<file path="src/verilog/layer_pkg.sv">
package layer_pkg;

    ////////////////////
    // Widths
    ////////////////////
    localparam int bus_addr_width    = 18;  // Byte address on the bus
    localparam int word_addr_width   = 16;
    localparam int bus_data_width    = 32;
    localparam int linebuf_idx_width = 10;
    localparam int reg_addr_width    = 4;
    localparam int reg_data_width    = 8;

    // Pixels in one display line
    localparam logic [linebuf_idx_width-1:0] line_pixels = 10'd640;

    ////////////////////
    // Register map
    ////////////////////
    localparam logic [reg_addr_width-1:0] reg_ctrl0      = 4'h0;
    localparam logic [reg_addr_width-1:0] reg_base_lo    = 4'h4;
    localparam logic [reg_addr_width-1:0] reg_base_hi    = 4'h5;
    localparam logic [reg_addr_width-1:0] reg_stride     = 4'h6;
    localparam logic [reg_addr_width-1:0] reg_hscroll_hi = 4'h7;  // Palette offset lives here

    localparam logic [word_addr_width-1:0] base_reset = 16'h8000;  // In words

    // Only the bitmap modes render
    localparam logic [2:0] mode_bmp2 = 3'd5;
    localparam logic [2:0] mode_bmp4 = 3'd6;
    localparam logic [2:0] mode_bmp8 = 3'd7;

    ////////////////////
    // Fetch FSM
    ////////////////////
    localparam int fetch_state_width = 2;
    localparam logic [fetch_state_width-1:0] fetch_idle  = 2'd0;
    localparam logic [fetch_state_width-1:0] fetch_issue = 2'd1;
    localparam logic [fetch_state_width-1:0] fetch_wait  = 2'd2;  // Strobe out and waiting for ack
    localparam logic [fetch_state_width-1:0] fetch_hold  = 2'd3;  // Word offered downstream

    // One bus word seen at each colour depth with byte 0 in bits 7:0
    typedef union packed {
        logic [bus_data_width/8-1:0][7:0] bytes;
        logic [bus_data_width/4-1:0][3:0] nibbles;
        logic [bus_data_width/2-1:0][1:0] pairs;
    } fetch_word_t;

endpackage

</file>
<file path="src/verilog/layer_regs.sv">
`timescale 1ns/1ps

module layer_regs (
    input  logic                                  clk,
    input  logic                                  rst,

    // Register bus
    input  logic [layer_pkg::reg_addr_width-1:0]  regs_addr,
    input  logic [layer_pkg::reg_data_width-1:0]  regs_wrdata,
    input  logic                                  regs_write,
    output logic [layer_pkg::reg_data_width-1:0]  regs_rddata,

    // Layer controls
    output logic [2:0]                            mode,
    output logic [1:0]                            vscale,
    output logic [1:0]                            hscale,
    output logic                                  enable,
    output logic [layer_pkg::word_addr_width-1:0] bitmap_base,
    output logic [7:0]                            stride,
    output logic [3:0]                            palette_offset
);
    import layer_pkg::*;

    ////////////////////
    // Write decode
    ////////////////////
    always_ff @(posedge clk or posedge rst) begin
        if (rst) begin
            mode           <= 3'd0;
            vscale         <= 2'd0;
            hscale         <= 2'd0;
            enable         <= 1'b0;
            bitmap_base    <= base_reset;
            stride         <= 8'd0;
            palette_offset <= 4'd0;
        end else if (regs_write) begin
            case (regs_addr)
                reg_ctrl0: begin
                    mode   <= regs_wrdata[7:5];
                    vscale <= regs_wrdata[4:3];
                    hscale <= regs_wrdata[2:1];
                    enable <= regs_wrdata[0];
                end
                reg_base_lo:    bitmap_base[7:0]  <= regs_wrdata;
                reg_base_hi:    bitmap_base[15:8] <= regs_wrdata;
                reg_stride:     stride            <= regs_wrdata;
                reg_hscroll_hi: palette_offset    <= regs_wrdata[3:0];
                default: begin
                    // Unmapped addresses ignore writes
                end
            endcase
        end
    end

    ////////////////////
    // Read mux
    ////////////////////
    always_comb begin
        case (regs_addr)
            reg_ctrl0:      regs_rddata = {mode, vscale, hscale, enable};
            reg_base_lo:    regs_rddata = bitmap_base[7:0];
            reg_base_hi:    regs_rddata = bitmap_base[15:8];
            reg_stride:     regs_rddata = stride;
            reg_hscroll_hi: regs_rddata = {4'h0, palette_offset};  // Upper nibble unused
            default:        regs_rddata = 8'h00;
        endcase
    end

    // The renderer sees a new mode only after a CTRL0 write
    a_mode_needs_write: assert property (@(posedge clk) disable iff (rst)
        $changed(mode) |-> $past(regs_write && regs_addr == reg_ctrl0))
        else $error("mode changed without a CTRL0 write");

endmodule

</file>
<file path="src/verilog/line_fetcher.sv">
`timescale 1ns/1ps

module line_fetcher (
    input  logic                                  clk,
    input  logic                                  rst,
    input  logic                                  start_of_screen,
    input  logic                                  start_of_line,

    // Layer controls
    input  logic [2:0]                            mode,
    input  logic [1:0]                            vscale,
    input  logic                                  enable,
    input  logic [layer_pkg::word_addr_width-1:0] bitmap_base,
    input  logic [7:0]                            stride,

    // Bus master
    output logic [layer_pkg::bus_addr_width-1:0]  bus_addr,
    output logic                                  bus_strobe,
    input  logic [layer_pkg::bus_data_width-1:0]  bus_rddata,
    input  logic                                  bus_ack,

    // Word hand-off to the serializer
    output logic                                  word_valid,
    input  logic                                  word_ready,
    output layer_pkg::fetch_word_t                word_data,
    input  logic                                  line_done
);
    import layer_pkg::*;

    logic [fetch_state_width-1:0] state;
    logic                         req;          // Bus request held until ack
    logic [word_addr_width-1:0]   line_addr;    // First word of the current line
    logic [word_addr_width-1:0]   word_addr;    // Next word to fetch
    logic [word_addr_width-1:0]   next_line_addr;
    logic [word_addr_width-1:0]   line_start_addr;
    logic [1:0]                   vscale_cnt;
    logic                         screen_top;   // Next line is the first of the screen
    logic                         bitmap_line;

    assign bitmap_line = enable && (mode >= mode_bmp2);

    // No strobe in the ack cycle
    assign bus_strobe = req && !bus_ack;

    ////////////////////
    // Vertical scaling
    ////////////////////
    assign next_line_addr = line_addr + {{(word_addr_width-8){1'b0}}, stride};

    // Repeat the line vscale+1 times before stepping by the stride
    assign line_start_addr = (!screen_top && vscale_cnt == vscale) ? next_line_addr : line_addr;

    always_ff @(posedge clk or posedge rst) begin
        if (rst) begin
            line_addr  <= '0;
            vscale_cnt <= 2'd0;
            screen_top <= 1'b0;
        end else if (start_of_screen) begin
            line_addr  <= bitmap_base;
            vscale_cnt <= 2'd0;
            screen_top <= 1'b1;
        end else if (start_of_line) begin
            line_addr  <= line_start_addr;
            screen_top <= 1'b0;
            if (screen_top || vscale_cnt == vscale) begin
                vscale_cnt <= 2'd0;
            end else begin
                vscale_cnt <= vscale_cnt + 2'd1;
            end
        end
    end

    ////////////////////
    // Fetch FSM
    ////////////////////
    always_ff @(posedge clk or posedge rst) begin
        if (rst) begin
            state      <= fetch_idle;
            req        <= 1'b0;
            word_valid <= 1'b0;
            bus_addr   <= '0;
            word_addr  <= '0;
        end else begin
            case (state)
                fetch_issue: begin
                    bus_addr  <= {word_addr, 2'b00};
                    word_addr <= word_addr + 1'b1;
                    req       <= 1'b1;
                    state     <= fetch_wait;
                end

                fetch_wait: begin
                    if (bus_ack) begin
                        req <= 1'b0;
                        if (line_done) begin
                            state <= fetch_idle;  // Line already full so the word is dropped
                        end else begin
                            word_valid <= 1'b1;
                            state      <= fetch_hold;
                        end
                    end
                end

                fetch_hold: begin
                    if (line_done) begin
                        word_valid <= 1'b0;
                        state      <= fetch_idle;
                    end else if (word_ready) begin
                        // Word taken so the next fetch goes out at once
                        word_valid <= 1'b0;
                        bus_addr   <= {word_addr, 2'b00};
                        word_addr  <= word_addr + 1'b1;
                        req        <= 1'b1;
                        state      <= fetch_wait;
                    end
                end

                default: begin
                    // Idle until a bitmap line starts
                end
            endcase

            if (start_of_screen) begin
                word_addr <= bitmap_base;
            end

            if (start_of_line) begin
                req        <= 1'b0;
                word_valid <= 1'b0;
                word_addr  <= line_start_addr;
                state      <= bitmap_line ? fetch_issue : fetch_idle;
            end
        end
    end

    always_ff @(posedge clk) begin
        if (state == fetch_wait && bus_ack) begin
            word_data <= bus_rddata;
        end
    end

    // A pending request keeps its address until the memory answers
    a_addr_stable: assert property (@(posedge clk) disable iff (rst)
        bus_strobe && !start_of_line |=> req && $stable(bus_addr))
        else $error("bus_addr moved while waiting for ack");

endmodule

</file>
<file path="src/verilog/pixel_serializer.sv">
`timescale 1ns/1ps

module pixel_serializer (
    input  logic                                    clk,
    input  logic                                    rst,
    input  logic                                    start_of_line,

    // Layer controls
    input  logic [2:0]                              mode,
    input  logic [1:0]                              hscale,
    input  logic [3:0]                              palette_offset,

    // Word hand-off from the fetcher
    input  logic                                    word_valid,
    output logic                                    word_ready,
    input  layer_pkg::fetch_word_t                  word_data,
    output logic                                    line_done,

    // Line buffer
    output logic [layer_pkg::linebuf_idx_width-1:0] linebuf_wridx,
    output logic [7:0]                              linebuf_wrdata,
    output logic                                    linebuf_wren
);
    import layer_pkg::*;

    fetch_word_t                  render_word;
    logic                         rendering;
    logic [3:0]                   pix_cnt;      // Pixel within the word
    logic [3:0]                   last_pix;
    logic [1:0]                   hscale_cnt;   // Repeats of the current pixel
    logic [linebuf_idx_width-1:0] wr_idx;
    logic [7:0]                   raw_pixel;
    logic [7:0]                   pixel;
    logic                         accept;
    logic                         write_pixel;

    assign line_done   = (wr_idx == line_pixels);
    assign word_ready  = !rendering && !line_done;
    assign accept      = word_valid && word_ready;
    assign write_pixel = rendering && !line_done;

    ////////////////////
    // Pixel select
    ////////////////////
    always_comb begin
        case (mode)
            mode_bmp8: last_pix = 4'd3;
            mode_bmp4: last_pix = 4'd7;
            default:   last_pix = 4'd15;
        endcase
    end

    // Bytes in order with the high bits of each byte first
    always_comb begin
        case (mode)
            mode_bmp8: raw_pixel = render_word.bytes[pix_cnt[1:0]];
            mode_bmp4: raw_pixel = {4'h0, render_word.nibbles[{pix_cnt[2:1], ~pix_cnt[0]}]};
            mode_bmp2: raw_pixel = {6'h00, render_word.pairs[{pix_cnt[3:2], ~pix_cnt[1:0]}]};
            default:   raw_pixel = 8'h00;
        endcase
    end

    // Colours 1 to 15 move into the palette bank while 0 stays transparent
    assign pixel = (raw_pixel[7:4] == 4'h0 && raw_pixel[3:0] != 4'h0) ?
                   {palette_offset, raw_pixel[3:0]} : raw_pixel;

    ////////////////////
    // Line write
    ////////////////////
    always_ff @(posedge clk or posedge rst) begin
        if (rst) begin
            rendering     <= 1'b0;
            pix_cnt       <= 4'd0;
            hscale_cnt    <= 2'd0;
            wr_idx        <= '0;
            linebuf_wridx <= '0;
            linebuf_wren  <= 1'b0;
        end else begin
            linebuf_wren <= 1'b0;

            if (start_of_line) begin
                rendering  <= 1'b0;
                pix_cnt    <= 4'd0;
                hscale_cnt <= 2'd0;
                wr_idx     <= '0;
            end else if (accept) begin
                rendering  <= 1'b1;
                pix_cnt    <= 4'd0;
                hscale_cnt <= 2'd0;
            end else if (write_pixel) begin
                linebuf_wren  <= 1'b1;
                linebuf_wridx <= wr_idx;
                wr_idx        <= wr_idx + 1'b1;

                if (hscale_cnt == hscale) begin
                    hscale_cnt <= 2'd0;
                    if (pix_cnt == last_pix) begin
                        rendering <= 1'b0;  // Word used up
                    end else begin
                        pix_cnt <= pix_cnt + 4'd1;
                    end
                end else begin
                    hscale_cnt <= hscale_cnt + 2'd1;
                end
            end
        end
    end

    always_ff @(posedge clk) begin
        if (accept) begin
            render_word <= word_data;
        end
        if (write_pixel) begin
            linebuf_wrdata <= pixel;
        end
    end

    a_idx_in_line: assert property (@(posedge clk) disable iff (rst)
        linebuf_wren |-> linebuf_wridx < line_pixels)
        else $error("line buffer write past the end of the line");

    // A word offered during rendering stays put until taken
    a_no_accept_busy: assert property (@(posedge clk) disable iff (rst)
        rendering && word_valid && !line_done && !start_of_line |=>
            word_valid && $stable(word_data))
        else $error("word consumed while a word was rendering");

endmodule

</file>
<file path="src/verilog/layer_renderer.sv">
`timescale 1ns/1ps

module layer_renderer (
    input  logic                                    clk,
    input  logic                                    rst,
    input  logic                                    start_of_screen,
    input  logic                                    start_of_line,

    // Register bus
    input  logic [layer_pkg::reg_addr_width-1:0]    regs_addr,
    input  logic [layer_pkg::reg_data_width-1:0]    regs_wrdata,
    input  logic                                    regs_write,
    output logic [layer_pkg::reg_data_width-1:0]    regs_rddata,

    // Bus master
    output logic [layer_pkg::bus_addr_width-1:0]    bus_addr,
    output logic                                    bus_strobe,
    input  logic [layer_pkg::bus_data_width-1:0]    bus_rddata,
    input  logic                                    bus_ack,

    // Line buffer
    output logic [layer_pkg::linebuf_idx_width-1:0] linebuf_wridx,
    output logic [7:0]                              linebuf_wrdata,
    output logic                                    linebuf_wren
);
    import layer_pkg::*;

    logic [2:0]                 mode;
    logic [1:0]                 vscale;
    logic [1:0]                 hscale;
    logic                       enable;
    logic [word_addr_width-1:0] bitmap_base;
    logic [7:0]                 stride;
    logic [3:0]                 palette_offset;

    // Fetcher to serializer
    logic                       word_valid;
    logic                       word_ready;
    fetch_word_t                word_data;
    logic                       line_done;

    layer_regs u_regs (
        .clk            (clk),
        .rst            (rst),
        .regs_addr      (regs_addr),
        .regs_wrdata    (regs_wrdata),
        .regs_write     (regs_write),
        .regs_rddata    (regs_rddata),
        .mode           (mode),
        .vscale         (vscale),
        .hscale         (hscale),
        .enable         (enable),
        .bitmap_base    (bitmap_base),
        .stride         (stride),
        .palette_offset (palette_offset)
    );

    line_fetcher u_fetcher (
        .clk             (clk),
        .rst             (rst),
        .start_of_screen (start_of_screen),
        .start_of_line   (start_of_line),
        .mode            (mode),
        .vscale          (vscale),
        .enable          (enable),
        .bitmap_base     (bitmap_base),
        .stride          (stride),
        .bus_addr        (bus_addr),
        .bus_strobe      (bus_strobe),
        .bus_rddata      (bus_rddata),
        .bus_ack         (bus_ack),
        .word_valid      (word_valid),
        .word_ready      (word_ready),
        .word_data       (word_data),
        .line_done       (line_done)
    );

    pixel_serializer u_serializer (
        .clk            (clk),
        .rst            (rst),
        .start_of_line  (start_of_line),
        .mode           (mode),
        .hscale         (hscale),
        .palette_offset (palette_offset),
        .word_valid     (word_valid),
        .word_ready     (word_ready),
        .word_data      (word_data),
        .line_done      (line_done),
        .linebuf_wridx  (linebuf_wridx),
        .linebuf_wrdata (linebuf_wrdata),
        .linebuf_wren   (linebuf_wren)
    );

endmodule

</file>
<file path="config.mk">
export PLATFORM = sky130hd
export DESIGN_NAME = layer_renderer
export DESIGN_NICKNAME = d
export VERILOG_FILES = /design/src/verilog/layer_pkg.sv /design/src/verilog/layer_regs.sv /design/src/verilog/line_fetcher.sv /design/src/verilog/pixel_serializer.sv /design/src/verilog/layer_renderer.sv
export SDC_FILE = /design/constraint.sdc
export NUM_CORES = 1
export LEC_CHECK = 0
export BUFFER_PORTS_ARGS = -buffer_cell sky130_fd_sc_hd__buf_4
export CELL_PAD_IN_SITES_DETAIL_PLACEMENT = 1
export CELL_PAD_IN_SITES_GLOBAL_PLACEMENT = 2
export CORE_MARGIN = 2
export CORE_UTILIZATION = 43
export CTS_CLUSTER_SIZE = 24
export DETAILED_ROUTE_END_ITERATION = 10
export GPL_ROUTABILITY_DRIVEN = 0
export GPL_TIMING_DRIVEN = 0
export HOLD_SLACK_MARGIN = 0.12
export PLACE_DENSITY_LB_ADDON = 0.25
export SLEW_MARGIN = 20
export SYNTH_ARGS = -nofsm -noshare
export SYNTH_HDL_FRONTEND = slang
export SYNTH_HIERARCHICAL = 1
export SYNTH_SLANG_ARGS = --single-unit
</file>
<file path="constraint.sdc">
create_clock -name clk -period 5.05 [get_ports clk]
set_clock_uncertainty 0.15 [all_clocks]
set_input_delay 1.01 -clock clk [delete_from_list [all_inputs] [get_ports clk]]
set_output_delay 1.01 -clock clk [all_outputs]
set_load 0.1 [all_outputs]
</file>
Word-level counts from Yosys, hierarchy flattened
Cells that the tools add are included.
Widths: inputs -> output; s select.

word-level totals
  bits in registers = 193
  input bits = 50
  logic and storage cells = 167
  output and inout port bits = 46

cells by class
  add/sub/neg operators = 6
  equality and inequality tests = 25
  $lt $le $gt $ge = 4
  reduce and logical (&&, ||, !) cells = 39
  bitwise operators = 4
  muxes and demuxes = 64

operators by type and width
  cell                   count
  $mux 16                7
  $pmux 8 s5             1
  $mux 18                2
  $pmux 18 s2            1
  $pmux 16 s2            1
  $mux 10                3
  $mux 2                 13
  $mux 4                 6
  $pmux 8 s3             1
  $mux 1                 20
  $reduce_and 3->1       6
  $add 16x1->16 const B  1
  $add 16x8->16          1
  $bmux 8 s2             1
  $eq 4x3->1 const B     4
  $mux 8                 2
  $bmux 4 s3             1
  $reduce_and 2->1       6
  $reduce_bool 3->1      4
  $reduce_bool 4->1      3
  $add 10x1->10 const B  1
  $eq 10x10->1 const B   1
  $eq 3x3->1 const B     3
  $ne 3x3->1 const B     3
  other kinds (29)       50

Longest topological paths before layout
Gate-level depths: netlist (run 1).

  depth after elaboration = 8
  gate-level depth with buffers = 12
  depth with buffers taken out = 12

Cells and area by module
The synthesis (run 1) kept the hierarchy.

modules (own cells, without submodules)
  module            seq. area each (um^2)  instances  area an instance (um^2)  cells an instance
  line_fetcher      2337.2                 1          4483.0                   430
  pixel_serializer  1901.8                 1          3549.7                   282
  layer_regs        902.1                  1          1752.9                   125

Worst setup path before layout (run 1)
Ideal clock, no wire load.

  path type = input to output
  from = input regs_addr[0] (netlist name)
  to = output regs_rddata[4] (netlist name)
  cell stages on the path = 4
  slack = 0.427 ns
  data required time = 3.890 ns
  buffers on the path = 1
  arrival = 3.463 ns
  cell sequence = buf_6 > nor2b_1 > a22oi_1 > o21ai_0

between the ends
  longest elaborated chain between the ends = 2
  elaborated cells between the ends (all ways) = 6
  those cells by class = eq/ne: 4; mux: 1; reduce/logical: 1

ends and longest elaborated chain
  what                                           RTL line              text
  from (decl)                                    layer_renderer.sv:10  input logic [layer_pkg::reg_addr_width-1:0] regs_addr,
  $eq 4x3->1 or $logic_not 4->1 (tied branches)  layer_regs.sv:59      case (regs_addr)
  $pmux 8 s5 *                                   layer_regs.sv:59
  to (decl)                                      layer_renderer.sv:13  output logic [layer_pkg::reg_data_width-1:0] regs_rddata,

Every way passes the cells marked *; elsewhere a longest branch is shown, timed or not.

Worst setup path in the final report (run 1)
  from = register u_serializer.wr_idx[0]
  to = register u_fetcher.word_addr[8]

between the ends
  longest elaborated chain between the ends = 5
  elaborated cells between the ends (all ways) = 6
  those cells by class = eq/ne: 3; reduce/logical: 3

ends and longest elaborated chain
  what                               RTL line                text
  from (decl)                        pixel_serializer.sv:31  logic [linebuf_idx_width-1:0] wr_idx;
  from (signal assigned)             pixel_serializer.sv:93  wr_idx <= wr_idx + 1'b1;
  $eq 10x10->1                       pixel_serializer.sv:37  assign line_done = (wr_idx == line_pixels);
  net line_done                      layer_renderer.sv:40    logic line_done;
  $logic_not 1->1                    pixel_serializer.sv:38  assign word_ready = !rendering && !line_done;
  $logic_and 1x1->1                  pixel_serializer.sv:38
  net word_ready                     layer_renderer.sv:38    logic word_ready;
  $ne 4x3->1 (no source line)        n/a
  $reduce_and 3->1 (no source line)  n/a
  to (signal assigned)               line_fetcher.sv:112     word_addr <= word_addr + 1'b1;
  to (signal assigned)               line_fetcher.sv:124     word_addr <= bitmap_base;
  to (signal assigned)               line_fetcher.sv:130     word_addr <= line_start_addr;
  to (decl)                          line_fetcher.sv:33      logic [word_addr_width-1:0] word_addr;

The timed path passes the listed nets, and every way through them passes these cells.
A chain may end at the register's enable or synchronous reset.

==> results of run 1 <==
## logic make-up (layout without fill, tap and decap cells)
| group | Yosys count | after routing | synth area share |
|---|---|---|---|
| mux | 92 | 92 | 0.121 |
| compound gates | 162 | 162 | 0.118 |
| flops | 191 | 191 | 0.525 |
| xor+xnor | 39 | 39 | 0.0357 |
| buf+inv | 61 | 184 | 0.0354 |
| other cells | 1 | 2 | 0.000383 |
| fa+ha+maj | 13 | 13 | 0.0174 |
| simple gates | 278 | 278 | 0.147 |
## metal layers
layer	GRT usage	part of all wire	up-vias
met5	0	0	-
met4	0.0498	0.0072	0
met3	0.0279	0.038	15
met2	0.357	0.46	178
met1	0.339	0.49	3597
li1	-	-	3284
## registers in the layout, summed over array words and instances (netlist names), 3 cells and up
| name | flops |
|---|---|
| u_fetcher/bus_addr | 16 |
| u_fetcher/line_addr | 16 |
| u_fetcher/word_addr | 16 |
| u_fetcher/word_data | 32 |
| u_regs/bitmap_base | 16 |
| u_regs/mode | 3 |
| u_regs/palette_offset | 4 |
| u_regs/stride | 8 |
| u_serializer/linebuf_wrdata | 8 |
| u_serializer/linebuf_wridx | 10 |
| u_serializer/pix_cnt | 4 |
| u_serializer/render_word | 32 |
| u_serializer/wr_idx | 10 |
## layout by cell type, fill, tap and decap left out, types with 4 or more instances in the layout
cell type / count
nor3_1: 7
dfrtp_1: 118
clkbuf_1: 14
ha_1: 12
inv_8: 4
o211ai_1: 4
xnor2_1: 18
xor2_1: 20
nand4_1: 10
buf_2: 11
mux2_2: 58
o21ai_0: 22
nor2_1: 48
and3_1: 10
mux2i_1: 17
a22o_1: 4
o31ai_1: 10
mux4_2: 15
edfxtp_1: 72
buf_4: 92
nand3_1: 26
a22oi_1: 12
a211oi_1: 6
a21o_1: 7
o22ai_1: 6
clkbuf_8: 4
nand2b_1: 12
a31oi_1: 15
nand2_1: 116
clkbuf_16: 17
buf_6: 7
o21bai_1: 5
a21oi_1: 32
inv_6: 6
or2_2: 5
o21a_1: 4
nor2b_1: 5
inv_1: 14
## report_power, final
| part | internal, W | switching, W | total (W) |
|---|---|---|---|
| combinational | 0.000682 | 0.00132 | 0.00200 |
| clock | 0.000666 | 0.000673 | 0.00134 |
| sequential | 0.00189 | 0.000281 | 0.00218 |
## area by class of cell
type | count | area [um2]
fillers | 2396 | 11100
clock inverters | 15 | 159
repair buffers | 91 | 708
flip-flops and latches | 191 | 5140
plain buffers | 42 | 275
multi-input cells | 586 | 4310
inverters | 19 | 73.8
well taps | 285 | 357
clock buffers | 17 | 425
## metrics by stage
step | utilization | std cells | total power (W) | area, um2
floorplan | - | 838 | 0.00365 | 9790
detailed placement | 0.483 | 1214 | 0.00420 | 10900
finish | 0.509 | 1246 | 0.00552 | 11400
global route | 0.509 | 1246 | 0.00579 | 11400
CTS | 0.509 | 1246 | 0.00557 | 11400
global placement | 0.481 | 1212 | 0.00415 | 10800
## worst paths after layout
kind / start / slack (ns) / endpoint / cells past startpoint
min reg2reg: u_fetcher/word_data[5] / 0.27 / u_serializer/render_word[5] / 0
min in group asynchronous: rst / 0.46 / u_fetcher/bus_addr[12] / 2
max reg2reg: u_serializer/wr_idx[0] / 1.41 / u_fetcher/word_addr[8] / 12
max: u_serializer/wr_idx[0] / 1.41 / u_fetcher/word_addr[8] / 12
max in group asynchronous: rst / 3.64 / u_regs/mode[1] / 2
min: u_fetcher/word_data[5] / 0.27 / u_serializer/render_word[5] / 0
## worst max-delay path, stage by stage (launching register included)
cell and delay [ns]:
dfrtp_1 0.42, inv_1 0.11, ha_1 0.14, or4b_4 0.46, or4_4 0.56, inv_1 0.21
nor2_1 0.10, or2b_4 0.25, a21o_4 0.15, clkbuf_1 0.39, nand3_1 0.27, a21oi_1 0.21
o22ai_1 0.10
==> results.toml, run 1 <==
[pwr]
pwr_density_cell_nw_per_um2 = 482
p_leak_nw = 4.75
max-vdd-ir-drop_v = 0.000237

[grt]
grt_max_degree = 37
track_usage = 0.227
grt_antenna_before_repair = 0
grt_pass1_wl_um = 41900
grt_pass1_vias = 7335
gr-total-overflow = 0

[outcome]
status = "complete, no violations"

[finish]
fin_nets = 1011
layout-drive-gt1-share = 0.277
area_growth_pct = 17.0
antenna_cells = 0

[synthesis]
yosys_most_used_dff = "dfrtp_1"
synth.distinct_cells = 98
synth_area_leaders = "dfrtp_1, edfxtp_1, mux2_2"
ys.warnings.count = 6
yosysMostFrequentCell = "dfrtp_1"
synth_top_area_frac = 0.302
ys_seq_elements = 191
synth_top_area_cell = "dfrtp_1"
synth_edf_count = 72
synth_top_cells_by_count = "dfrtp_1, nand2_1, edfxtp_1"
avgSynthCellArea_um2 = 11.7
synthArstFlopShare = 0.623
syn-cell-area_um2 = 9790
synth_cells = 837
ys_seq_area_frac = 0.525

[clocking]
htreeDepth = 4
cts_buffers = 17
ctsResizeCount = 0
cts_buffer_depth = 2
cts_tree = "yes"
cts.clk_slew.worst_paths_ns = 0.07
insertion_delay_ns = 0.43
ctsHoldBuffers = 0
clkSinkCount = 191
cts_setup_buffers = 0
root_buffer = "clkbuf_16"

[worst_setup_path]
cp.arrival_ns = 3.80
cp_max_fo = 10
cp-end-kind = "register"
path_class = "register to register"
start_kind = "register"
crit_required_ns = 5.21

[timing]
hold_viol = 0
period_needed_ns = 3.64
min_period_over_period = 0.721
tightest_slew_ns = 0.830
tns_ns = 0
finalWorstSetupSlack_ns = 1.41
fmax_ghz = 0.274
holdWs_ns = 0.272
rsz0062_at_grt = "no"
slew_violations = 0
relSlewSlack = 0.447
setup_viol = 0

[place]
dp.final_hpwl_um = 19100
port_buffers = 89
post-place-ws_ns = 1.43

[route]
via_count = 7074
drc = 0
vias_per_cell = 5.68
drtAntennaViolNets = 0
routedWlPerCell_um = 21.0
initialDrtViolationCount = 379
wl_um = 26200
drt_pass1_iterations = 5

[worst_hold_path]
min_path_type = "register to register"

[floorplan]
core.rowCount = 55
die_area_um2 = 24000
die_x_um = 155
start_util = 0.435
die_h_um = 155
pin_count = 96
core_area_um2 = 22500

[flow_run]
cap_violations = 0
Note: power is estimated with default switching activity, not from simulation.
==> run 2: changes to the inputs <==
--- a/config.mk
+++ b/config.mk
@@ -9,7 +9,7 @@
 export CELL_PAD_IN_SITES_DETAIL_PLACEMENT = 1
 export CELL_PAD_IN_SITES_GLOBAL_PLACEMENT = 2
 export CORE_MARGIN = 2
-export CORE_UTILIZATION = 43
+export CORE_UTILIZATION = 40
 export CTS_CLUSTER_SIZE = 24
 export DETAILED_ROUTE_END_ITERATION = 10
 export GPL_ROUTABILITY_DRIVEN = 0
==> constraint.sdc (replaced) <==
create_clock -name clk -period 3.52 [get_ports clk]
set_clock_uncertainty 0.15 [all_clocks]
set_input_delay 0.704 -clock clk [delete_from_list [all_inputs] [get_ports clk]]
set_output_delay 0.704 -clock clk [all_outputs]
set_load 0.1 [all_outputs]
==> results.toml, run 2 (same netlist as run 1, synthesis figures left out) <==
[grt]
grt_antenna_before_repair = 0
grt_max_degree = 39
grt_pass1_wl_um = 42900
gr-total-overflow = 0
track_usage = 0.216
grt_pass1_vias = 7408

[worst_setup_path]
r2r_slack_ns = 0.22
cp_cell_sequence = "inv_1, ha_1, or4b_4, or4_4, clkinvlp_4, nor2_1, or2b_4, a21oi_4, buf_2, a21oi_2, o21bai_1, o211ai_1"
max_stage_delay_ns = 0.57
reg2reg_from = "u_serializer/wr_idx[0]"
start_kind = "register"
slowest_stage = "or4_4"
worstSetupEndpoint = "u_fetcher/word_addr[6]"
cp-startpoint = "u_serializer/wr_idx[0]"
cp.arrival_ns = 3.50
path_class = "register to register"
cp_max_fo = 10
crit_required_ns = 3.71
reg2reg_depth = 12
cp-end-kind = "register"
reg2reg_to = "u_fetcher/word_addr[6]"

[pwr]
pwr_density_cell_nw_per_um2 = 695
p_leak_nw = 4.79
power_w = 0.00808
max-vdd-ir-drop_v = 0.000382

[place]
dp.final_hpwl_um = 19300
port_buffers = 89

[route]
vias_per_cell = 5.54
via_count = 7121
routedWlPerCell_um = 20.5
drtAntennaViolNets = 0
wl_um = 26400
drt_pass1_iterations = 6
drc = 0
initialDrtViolationCount = 409

[finish]
final_cell_mix = "dfrtp_1, nand2_1, buf_4"
layout-drive-gt1-share = 0.286
antenna_cells = 0
reg_top3 = "u_fetcher/word_data x32, u_serializer/render_word x32"
area_growth_pct = 18.8
mostFrequentLayoutCell = "dfrtp_1"
fin_nets = 1012

[clocking]
htreeDepth = 4
cts_buffers = 17
cts_buffer_depth = 2
clkSinkCount = 191
insertion_delay_ns = 0.45
cts_tree = "yes"
root_buffer = "clkbuf_16"
cts.clk_slew.worst_paths_ns = 0.08

[timing]
relSlewSlack = 0.458
hold_viol = 0
slew_violations = 0
fmax_ghz = 0.303
setup_viol = 0
tns_ns = 0
rsz0062_at_grt = "no"
period_needed_ns = 3.30
min_period_over_period = 0.938
tightest_slew_ns = 0.813

[floorplan]
core.rowCount = 57
core_area_um2 = 24200
die_area_um2 = 25700
start_util = 0.405
pin_count = 96
die_x_um = 160
die_h_um = 160

[outcome]
status = "complete, no violations"

[flow_run]
cap_violations = 0

[worst_hold_path]
min_path_type = "register to register"
[run 2: how the worst min path moves through the flow]
stage,from,to,slack [ns],cells past startpoint
floorplan,u_fetcher/word_data[0],u_serializer/render_word[0],0.25,0
global placement,u_fetcher/word_data[8],u_serializer/render_word[8],0.25,0
detailed placement,u_fetcher/word_data[31],u_serializer/render_word[31],0.26,0
finish,u_fetcher/word_data[16],u_serializer/render_word[16],0.27,0
global route,bus_rddata[2],u_fetcher/word_data[2],0.26,1
CTS,bus_rddata[2],u_fetcher/word_data[2],0.26,1
[run 2: repair_timing]
item | in CTS | in global routing
endpoints found under the setup margin | 12 | 7
hold endpoints to repair | 17 | 0
hold buffers | 1 | 0
gates resized for setup | 1 | 4
setup buffers | 0 | 0
[run 2: cell type report]
cell class | instances | area [um2]
Fill cell | 2578 | 12500
Sequential cell | 191 | 5140
Multi-Input combinational cell | 586 | 4340
Timing Repair Buffer | 93 | 746
Clock buffer | 17 | 425
Tap cell | 324 | 405
Buffer | 41 | 273
Clock inverter | 15 | 220
Inverter | 19 | 77.6
[run 2: metal layers]
layer  wire, um  up-vias  GRT usage
met2      12000      204      0.329
li1           -     3296          -
met1      12900     3592      0.316
met3       1170       29     0.0346
met5          0        -          0
met4        365        0     0.0672
[run 2: through the flow]
step / worst slack, ns / instances / util / cell area, um2 / hold slack, ns
finish: 0.219 / 1286 / 0.481 / 11600 / 0.273
global route: 0.0223 / 1286 / 0.481 / 11600 / 0.255
CTS: 0.0654 / 1286 / 0.480 / 11600 / 0.255
detailed placement: -0.0370 / 1254 / 0.453 / 11000 / 0.256
global placement: -0.0646 / 1251 / 0.450 / 10900 / 0.254
floorplan: -0.0754 / 838 / - / 9810 / 0.250
[run 2: where the power goes]
group          switching (W)  leakage (nW)  internal, W  total, W
Clock                0.00102         0.311      0.00105   0.00207
Combinational        0.00190          2.30     0.000985   0.00288
Sequential          0.000407          2.18      0.00272   0.00313
Total                0.00333          4.79      0.00475   0.00808
[run 2: worst max-delay path: cells and delay by family (launching register included)]
kind	cells	cell delay, ns
and+or+nand+nor	4	1.37
AOI/OAI and AO/OA	4	0.60
buffers and inverters	3	0.50
DFF	1	0.42
adders and majority gates	1	0.15
